[src/orbit_pkg.sv]
package orbit_pkg;

    // ========================================================================
    // Shared widths
    // ========================================================================
    localparam int ANGLE_W = 8;
    localparam int TRIG_W  = 8;
    localparam int COORD_W = 10;

    // One full turn of the orbit is 2**ANGLE_W steps
    typedef logic [ANGLE_W-1:0] angle_t;

    // Sine or cosine, unsigned with zero at TRIG_ZERO
    typedef logic [TRIG_W-1:0] trig_t;

    typedef logic [COORD_W-1:0] coord_t;

    // Stored value that means zero and shift that divides by the amplitude
    localparam int TRIG_ZERO  = 128;
    localparam int TRIG_SHIFT = 7;

    // Stage sequencing states
    typedef enum logic [1:0] {
        st_idle,
        st_lookup,
        st_multiply,
        st_output
    } orbit_state_e;

endpackage

[src/trig_rom.sv]
`timescale 1ns/1ps

module trig_rom (
    input  logic              clk,
    input  logic              rst_n,
    input  orbit_pkg::angle_t angle,
    input  logic              lookup_en,
    output orbit_pkg::trig_t  sin_val,
    output orbit_pkg::trig_t  cos_val
);

    // Steps in one quadrant, also the phase lead of cosine over sine
    localparam int QUARTER = 1 << (orbit_pkg::ANGLE_W - 2);

    // ========================================================================
    // Quarter-wave sine table, 128 + 127 * sin(2*pi*i/256) for i = 0..64
    // ========================================================================
    localparam orbit_pkg::trig_t QUARTER_SINE [0:64] = '{
        8'd128, 8'd131, 8'd134, 8'd137, 8'd140, 8'd143, 8'd146, 8'd149,
        8'd152, 8'd156, 8'd159, 8'd162, 8'd165, 8'd168, 8'd171, 8'd174,
        8'd177, 8'd179, 8'd182, 8'd185, 8'd188, 8'd191, 8'd193, 8'd196,
        8'd199, 8'd201, 8'd204, 8'd206, 8'd209, 8'd211, 8'd213, 8'd216,
        8'd218, 8'd220, 8'd222, 8'd224, 8'd226, 8'd228, 8'd230, 8'd232,
        8'd234, 8'd235, 8'd237, 8'd238, 8'd240, 8'd241, 8'd243, 8'd244,
        8'd245, 8'd246, 8'd247, 8'd248, 8'd249, 8'd250, 8'd251, 8'd252,
        8'd252, 8'd253, 8'd253, 8'd254, 8'd254, 8'd254, 8'd255, 8'd255,
        8'd255
    };

    // Full-wave sine from the quarter table by symmetry
    function automatic orbit_pkg::trig_t fold_sine(input orbit_pkg::angle_t a);
        logic [6:0]       idx;
        logic [5:0]       step;
        orbit_pkg::trig_t q;
        step = a[orbit_pkg::ANGLE_W-3:0];
        // Quadrants 1 and 3 run the table backwards
        if (a[orbit_pkg::ANGLE_W-2]) begin
            idx = 7'(QUARTER) - {1'b0, step};
        end else begin
            idx = {1'b0, step};
        end
        q = QUARTER_SINE[idx];
        // Lower half of the turn mirrors about zero
        if (a[orbit_pkg::ANGLE_W-1]) begin
            fold_sine = orbit_pkg::trig_t'(2 * orbit_pkg::TRIG_ZERO - int'(q));
        end else begin
            fold_sine = q;
        end
    endfunction

    orbit_pkg::angle_t cos_angle;
    orbit_pkg::trig_t  sin_lookup;
    orbit_pkg::trig_t  cos_lookup;

    // cos(a) = sin(a + quarter turn), wraps with the angle width
    assign cos_angle  = orbit_pkg::angle_t'(angle + QUARTER);
    assign sin_lookup = fold_sine(angle);
    assign cos_lookup = fold_sine(cos_angle);

    // ========================================================================
    // Output registers
    // ========================================================================
    always_ff @(posedge clk) begin
        if (!rst_n) begin
            // Angle zero: sine at zero, cosine at full scale
            sin_val <= orbit_pkg::trig_t'(orbit_pkg::TRIG_ZERO);
            cos_val <= '1;
        end else if (lookup_en) begin
            sin_val <= sin_lookup;
            cos_val <= cos_lookup;
        end
    end

endmodule

[src/orbit_ctrl.sv]
`timescale 1ns/1ps

module orbit_ctrl #(
    parameter int EMIT_PERIOD = 1024
) (
    input  logic              clk,
    input  logic              rst_n,
    output orbit_pkg::angle_t angle,
    output logic              lookup_en,
    output logic              mult_en,
    output logic              out_en
);

    localparam int CNT_W = (EMIT_PERIOD > 1) ? $clog2(EMIT_PERIOD) : 1;

    logic [CNT_W-1:0]        period_cnt;
    logic                    start;
    orbit_pkg::orbit_state_e state;
    orbit_pkg::orbit_state_e state_next;

    // ========================================================================
    // Emission timer and angle counter
    // ========================================================================
    assign start = (period_cnt == '0);

    always_ff @(posedge clk) begin
        if (!rst_n) begin
            period_cnt <= '0;
            angle      <= '0;
        end else begin
            if (period_cnt == CNT_W'(EMIT_PERIOD - 1)) begin
                period_cnt <= '0;
            end else begin
                period_cnt <= period_cnt + 1'b1;
            end
            // New orbit position on every start cycle
            if (start) begin
                angle <= angle + 1'b1;
            end
        end
    end

    // ========================================================================
    // Stage sequencing FSM
    // ========================================================================
    always_comb begin
        state_next = state;
        case (state)
            orbit_pkg::st_idle:     if (start) state_next = orbit_pkg::st_lookup;
            orbit_pkg::st_lookup:   state_next = orbit_pkg::st_multiply;
            orbit_pkg::st_multiply: state_next = orbit_pkg::st_output;
            orbit_pkg::st_output:   state_next = orbit_pkg::st_idle;
            default:                state_next = orbit_pkg::st_idle;
        endcase
    end

    always_ff @(posedge clk) begin
        if (!rst_n) begin
            state <= orbit_pkg::st_idle;
        end else begin
            state <= state_next;
        end
    end

    // One enable per pipeline stage
    assign lookup_en = (state == orbit_pkg::st_lookup);
    assign mult_en   = (state == orbit_pkg::st_multiply);
    assign out_en    = (state == orbit_pkg::st_output);

    // Period long enough for the pipeline, stages never overlap
    a_stage_onehot: assert property (@(posedge clk) disable iff (!rst_n)
        (EMIT_PERIOD >= 4) && $onehot0({lookup_en, mult_en, out_en}))
        else $error("orbit_ctrl: stage enables overlap or EMIT_PERIOD below 4");

    // A new emission never starts while the previous one is in flight
    a_start_idle: assert property (@(posedge clk) disable iff (!rst_n)
        start |-> (state == orbit_pkg::st_idle))
        else $error("orbit_ctrl: start cycle outside idle");

endmodule

[src/orbit_scaler.sv]
`timescale 1ns/1ps

module orbit_scaler #(
    parameter int         CENTER_X = 320,
    parameter int         CENTER_Y = 240,
    parameter logic [7:0] SEMI_A   = 8'd100,
    parameter logic [7:0] SEMI_B   = 8'd80
) (
    input  logic              clk,
    input  logic              rst_n,
    input  orbit_pkg::trig_t  sin_val,
    input  orbit_pkg::trig_t  cos_val,
    input  logic              mult_en,
    input  logic              out_en,
    output orbit_pkg::coord_t pixel_x,
    output orbit_pkg::coord_t pixel_y,
    output logic              pixel_valid
);

    // Trig values re-centred to signed, range -128..127
    logic signed [8:0]  cos_off;
    logic signed [8:0]  sin_off;
    logic signed [17:0] x_prod;
    logic signed [17:0] y_prod;
    logic signed [17:0] x_off;
    logic signed [17:0] y_off;

    assign cos_off = $signed({1'b0, cos_val}) - $signed(9'(orbit_pkg::TRIG_ZERO));
    assign sin_off = $signed({1'b0, sin_val}) - $signed(9'(orbit_pkg::TRIG_ZERO));

    // ========================================================================
    // Multiply stage
    // ========================================================================
    always_ff @(posedge clk) begin
        if (mult_en) begin
            x_prod <= cos_off * $signed({1'b0, SEMI_A});
            y_prod <= sin_off * $signed({1'b0, SEMI_B});
        end
    end

    // Divide by the table amplitude, sign kept
    assign x_off = x_prod >>> orbit_pkg::TRIG_SHIFT;
    assign y_off = y_prod >>> orbit_pkg::TRIG_SHIFT;

    // ========================================================================
    // Output stage
    // ========================================================================
    always_ff @(posedge clk) begin
        if (!rst_n) begin
            pixel_x     <= '0;
            pixel_y     <= '0;
            pixel_valid <= 1'b0;
        end else begin
            pixel_valid <= out_en;
            if (out_en) begin
                pixel_x <= orbit_pkg::coord_t'(CENTER_X + x_off);
                pixel_y <= orbit_pkg::coord_t'(CENTER_Y + y_off);
            end
        end
    end

    // Strobe is a single-cycle pulse, the display has no back-pressure
    a_valid_pulse: assert property (@(posedge clk) disable iff (!rst_n)
        pixel_valid |=> !pixel_valid)
        else $error("orbit_scaler: pixel_valid held for two cycles");

endmodule

[src/orbit_spark.sv]
`timescale 1ns/1ps

module orbit_spark #(
    parameter int         EMIT_PERIOD = 1024,
    parameter int         CENTER_X    = 320,
    parameter int         CENTER_Y    = 240,
    parameter logic [7:0] SEMI_A      = 8'd100,
    parameter logic [7:0] SEMI_B      = 8'd80
) (
    input  logic              clk,
    input  logic              rst_n,
    output orbit_pkg::coord_t pixel_x,
    output orbit_pkg::coord_t pixel_y,
    output logic              pixel_valid,
    output orbit_pkg::angle_t angle
);

    // Stage strobes
    logic lookup_en;
    logic mult_en;
    logic out_en;

    orbit_pkg::trig_t sin_val;
    orbit_pkg::trig_t cos_val;

    // ========================================================================
    // Timer, angle and sequencing
    // ========================================================================
    orbit_ctrl #(
        .EMIT_PERIOD (EMIT_PERIOD)
    ) i_orbit_ctrl (
        .clk       (clk),
        .rst_n     (rst_n),
        .angle     (angle),
        .lookup_en (lookup_en),
        .mult_en   (mult_en),
        .out_en    (out_en)
    );

    trig_rom i_trig_rom (
        .clk       (clk),
        .rst_n     (rst_n),
        .angle     (angle),
        .lookup_en (lookup_en),
        .sin_val   (sin_val),
        .cos_val   (cos_val)
    );

    // Ellipse scaling to screen coordinates
    orbit_scaler #(
        .CENTER_X (CENTER_X),
        .CENTER_Y (CENTER_Y),
        .SEMI_A   (SEMI_A),
        .SEMI_B   (SEMI_B)
    ) i_orbit_scaler (
        .clk         (clk),
        .rst_n       (rst_n),
        .sin_val     (sin_val),
        .cos_val     (cos_val),
        .mult_en     (mult_en),
        .out_en      (out_en),
        .pixel_x     (pixel_x),
        .pixel_y     (pixel_y),
        .pixel_valid (pixel_valid)
    );

endmodule

[config.mk]
export PLATFORM = sky130hd
export DESIGN_NAME = orbit_spark
export DESIGN_NICKNAME = d
export VERILOG_FILES = /design/src/orbit_pkg.sv /design/src/trig_rom.sv /design/src/orbit_ctrl.sv /design/src/orbit_scaler.sv /design/src/orbit_spark.sv
export SDC_FILE = /design/constraint.sdc
export NUM_CORES = 1
export LEC_CHECK = 0
export BUFFER_PORTS_ARGS = -buffer_cell sky130_fd_sc_hd__buf_2
export CAP_MARGIN = 20
export CORE_MARGIN = 2
export CORE_UTILIZATION = 40
export CTS_BUF_LIST = sky130_fd_sc_hd__clkbuf_8
export DETAILED_ROUTE_END_ITERATION = 8
export GPL_TIMING_DRIVEN = 1
export PLACE_DENSITY = 0.63
export SLEW_MARGIN = 20
export SYNTH_ARGS = -nofsm -noshare
export SYNTH_HDL_FRONTEND = slang
export SYNTH_SLANG_ARGS = --single-unit
export TNS_END_PERCENT = 5
[constraint.sdc]
create_clock -name clk -period 6.2 [get_ports clk]
set_input_delay 0.93 -clock clk [delete_from_list [all_inputs] [get_ports clk]]
set_output_delay 0.93 -clock clk [all_outputs]
set_load 0.01 [all_outputs]
Word level (Yosys, flattened, before mapping) --
Memories as Yosys holds them, arrays and structs flattened. Index checks and enable logic that the tools add are counted. Widths: inputs -> output; s select.
Cells by class: $add $sub $neg 11, multipliers 2, div/mod/pow operators 0, $lt $le $gt $ge 2, equality and inequality tests 5, shifts and indexed selects 0, muxes and demuxes 10, bitwise operators 3, reductions and logical operators 3
Operators by type and width (number):
- $mux 8 | 6
- $sub 8x8->9 const B | 2
- $ge 8x8->1 const B | 2
- $not 7->8 | 2
- $sub 1x8->8 const A | 2
- $mul 9x6->15 const B | 1
- $mux 7 | 2
- $sub 7x6->7 const A | 2
- $mul 9x4->13 const B | 1
- $add 10x1->10 const B | 1
- $add 10x10->10 const A | 1
- $add 9x10->10 const A | 1
- $eq 10x10->1 const B | 1
- $logic_not 10->1 | 1
- $add 8x1->8 const B | 1
- $add 8x7->8 const B | 1
- $pmux 2 s4 | 1
- $eq 2x2->1 const B | 2
- $eq 2x1->1 const B | 1
- $logic_not 2->1 | 1
- $mux 2 | 1
- $ne 2x1->1 const B | 1
- $reduce_or 2->1 | 1
- $not 1->1 | 1
Word-level totals: register bits 85, bits in latches 0, memory bits (writable) 0, memory bits (read-only) 2048, bits of input ports 2, output and inout port bits 29, logic and storage cells 48, memories 2
Memories:
- (no name shown) | words 128, width 8, read ports 1, clocked after Yosys merged registers in 0, wr ports 0, RTL line trig_rom.sv:42 | q = QUARTER_SINE[idx];
- (no name shown) | words 128, width 8, read ports 1, clocked after Yosys merged registers in 0, wr ports 0, RTL line trig_rom.sv:42

Logic depth before layout (Yosys ltp) --
word-level depth 9, mapped depth 18, gate-level depth less buffers 16

By module --
From an unflattened synthesis, not the netlist that was laid out.
Unflattened totals: cells, all modules 766, area total of the unflattened synthesis 6453.7 um^2
Modules (own cells, without submodules):
- trig_rom | instances 1, cells an instance 423, area an instance 2912.8 um^2, sequential area each 320.3 um^2
- orbit_scaler | instances 1, cells an instance 240, area an instance 2600.0 um^2, sequential area each 1021.0 um^2
- orbit_ctrl | instances 1, cells an instance 103, area an instance 940.9 um^2, sequential area each 400.4 um^2

Least setup slack after synthesis --
OpenSTA, ideal clock, no wires.
kind reg2reg, from register i_orbit_ctrl.angle[0], to register i_trig_rom.cos_val[6], setup time 128 ps, data arrival time 3936 ps, required time 6072 ps, slack 2136 ps, cell stages (with the launch flop) 17, buffers on the path 3, period minus slack after synthesis 4064 ps, cell sequence dfxtp_1 > clkbuf_1 > inv_1 > ha_1 > clkbuf_1 > mux2i_2 > inv_1 > ha_1 > buf_2 > o311a_1 > o32a_1 > nor2_1 > ha_1 > nand3_1 > o41ai_1 > xor2_1 > o21ai_1
Between the ends: cells in the longest elaborated chain, start to end 9
RTL lines:
- start, declared | RTL line orbit_ctrl.sv:8 | output orbit_pkg::angle_t angle,
- start signal, assigned | RTL line orbit_ctrl.sv:38 | angle <= angle + 1'b1;
- $add 8x7->8 (*) | RTL line trig_rom.sv:56 | assign cos_angle = orbit_pkg::angle_t'(angle + QUARTER);
- $sub 7x6->7 | RTL line trig_rom.sv:38 | idx = 7'(QUARTER) - {1'b0, step};
- $mux 7 | RTL line trig_rom.sv:37 | if (a[orbit_pkg::ANGLE_W-2]) begin
- $not 7->8 (not written as such) | RTL line trig_rom.sv:42
- $mem_v2 128x8
- $mux 8 (not written as such) (2 in a row) | RTL line trig_rom.sv:42
- $sub 1x8->8 | RTL line trig_rom.sv:45 | fold_sine = orbit_pkg::trig_t'(2 * orbit_pkg::TRIG_ZERO - int'(q));
- $mux 8 (*) | RTL line trig_rom.sv:44 | if (a[orbit_pkg::ANGLE_W-1]) begin
- end signal, assigned | RTL line trig_rom.sv:70 | cos_val <= cos_lookup;
- end, declared | RTL line trig_rom.sv:9 | output orbit_pkg::trig_t cos_val
Mark *: on every way between the ends. The rest lies on a longest branch, timed or not. The select of a mux whose other input is x is not followed. A chain may end at the register's enable or synchronous reset.

Worst setup path in the final report --
from register i_orbit_ctrl.angle[1], to register i_trig_rom.cos_val[6]
Same word-level chain as after synthesis.

==> flow_summary.toml <==
[timing]
tightest_slew_ps = 918
setup_slack_ps = 1820
rsz0062_at_grt = "false"
relSlewSlack_pct = 38.4
fmaxAchievable_mhz = 228
finalHoldViolations = 0
slew_viol_final = 0
setup_viol = 0
min_period_ps = 4380
fin_hold_ws_ps = 476
period_share_pct = 70.7
clock_skew_ps = 15.3
setup_tns_ps = 0

[synth]
synthArstFlopShare_pct = 0
synth_cells = 709
syn_avg_cell_area_um2 = 8.58
synth_edf_count = 20
ys_seq_elements = 77
ys.warnings.count = 0
synth_ff_type = "dfxtp_1"
ys_seq_area_share_pct = 28.6
netlist_area_um2 = 6080
syn-num-nets = 775
synth_cell_type_count = 87

[route]
wl_per_cell_um = 15.0
via_count = 5149
firstDrtPassIters = 5
drc = 0
via_per_inst = 5.69
drt_iter0_markers = 438
drt-total-wl_um = 13600
ant_nets = 0

[finish]
antenna_cells = 0
mostFrequentLayoutCells = "nor2_1 (85), dfxtp_1 (57), ha_1 (56), inv_1 (46), nand2_1 (37)"
area_growth_pct = 7.05
layout_commonest_cell = "nor2_1"
fin_area_um2 = 6510
final_util_pct = 43.3
nNetsFinal = 778
drive_gt1_share_pct = 10.9

[die]
num_io_pins = 31
die_w_um = 127
initial_core_util_pct = 40.5
coreArea_um2 = 15000
fp-row-count = 45
dieArea_um2 = 16200
die_h_um = 127

[clock_network]
path_clk_slew_ps = 90
cts.htree.levels = 3
cts_tree = "yes"
cts_setup_buffers = 0
cts_root_buffer = "clkbuf_8"
clockBufferDepth = 2
clock_sinks = 77
cts_buffers = 9
worstSkewPairLatency_ps = 380
holdBufCountCts = 0
post_cts_resized = 0

[power]
switching_share_pct = 41.9
peakVddDrop_uv = 219
combPwrFrac_pct = 55.4
p_switching_uw = 1130
power_leakage_uw = 0.00276
power_frac_seq_pct = 28.8
clockPowerShare_pct = 15.9
powerDensity_nw_per_um2 = 415
p_int_uw = 1570

[place]
gp_congestion = 0.899
pre_cts_ws_ps = 1900
port_buffers = 30
dp_hpwl_um = 9740
place_area_um2 = 6300

[setup_path]
start_kind = "register"
arrival_ps = 4640
crit_path_max_fanout = 19
crit_required_ps = 6460
crit_path_end_kind = "register"
crit_type = "reg2reg"

[global_route]
grt_pass1_vias = 4830
antenna_found_initial = 0
grt_overflow = 0
grtUsageTotal_pct = 17.1
grt_start_max_net_pins = 42
grt_pass1_wl_um = 22900

[flow_run]
cap_violations = 0

[worst_hold_path]
hold_path_class = "reg2reg"

[run_status]
status = "finished clean"
-- cell families after synthesis --
logic type	after synthesis	synth area share, %
fa+ha+maj	64	14.0
buf+inv	91	6.58
mux	27	4.73
compound gates	173	20.1
flops	77	28.6
simple gates	227	18.8
xor+xnor	50	7.20
-- critical path, cell delays in order (launching register included) --
cell and delay (ps):
dfxtp_1 740, inv_1 210, ha_1 460, nor3b_2 290
o211ai_1 750, nor2_1 120, a32o_1 260, a211oi_2 240
nand2_2 110, inv_1 100, ha_1 200, nand3_1 100
o41ai_1 410, xor2_1 180, o21ai_1 80
-- synth_stat cells, types with 4 or more instances --
cell	number	area, um^2
nor4_1	4	25.0
nor3_1	21	105
a211oi_1	15	113
xnor2_1	32	280
nand2_1	37	139
o21ai_0	23	115
o21ai_1	10	50.1
dfxtp_1	57	1140
fa_1	7	140
buf_2	17	85.1
o21bai_1	7	52.6
a21oi_1	36	180
nor2b_1	10	62.6
edfxtp_1	20	601
a21o_1	5	37.5
nor2_1	85	319
o211ai_1	8	60.1
xor2_1	18	158
and3_1	8	50.1
clkbuf_1	19	71.3
or3_1	4	25.0
inv_1	46	173
ha_1	57	713
a31oi_1	6	37.5
nand3_1	23	115
buf_6	4	45.0
o21a_1	5	37.5
mux2i_1	24	240
-- power groups by stage --
stage	clock (uW)	sequential (uW)	combinational (uW)
finish	429	777	1500
floorplan	0	782	1200
global route	457	793	1720
detailed placement	0	790	1490
CTS	437	779	1510
global placement	0	783	1450
-- metrics by stage --
stage               instances  power [uW]
finish                    905        2700
global placement          889        2230
global route              905        2970
detailed placement        889        2280
CTS                       905        2720
floorplan                 709        1980
-- flip-flops by register name, summed over array words and instances, names as in the netlist --
register                    flops
i_orbit_scaler.pixel_valid      1
i_orbit_scaler.pixel_y         10
i_orbit_scaler.y_prod          10
i_orbit_scaler.pixel_x         10
i_orbit_scaler.x_prod          10
i_orbit_ctrl.state              2
i_trig_rom.cos_val              8
i_orbit_ctrl.angle              8
i_orbit_ctrl.period_cnt        10
i_trig_rom.sin_val              8
-- path summary, 6_finish.rpt --
check / from / slack [ps] / cells after the start / to
setup / recovery: i_orbit_ctrl.angle[1] / 1820 / 14 / i_trig_rom.cos_val[6]
hold / removal: i_orbit_scaler.pixel_y[4] / 480 / 2 / i_orbit_scaler.pixel_y[4]
setup reg to reg: i_orbit_ctrl.angle[1] / 1820 / 14 / i_trig_rom.cos_val[6]
hold reg to reg: i_orbit_scaler.pixel_y[4] / 480 / 2 / i_orbit_scaler.pixel_y[4]
-- area by class of cell --
type,count,area (um^2)
fillers,1479,8520
multi-input cells,541,3950
flip-flops and latches,77,1740
well taps,188,235
repair buffers,36,195
inverters,47,176
clock buffers,9,124
clock inverters,7,88.8
-- per-layer routing --
layer | up-vias | wire [um] | GRT usage, %
li1 | 2558 | - | -
met1 | 2424 | 6230 | 22.3
met2 | 149 | 6380 | 28.6
met3 | 18 | 729 | 3.35
met4 | 0 | 235 | 5.17
met5 | - | 0 | 0
(Power assumes the default switching activity.)
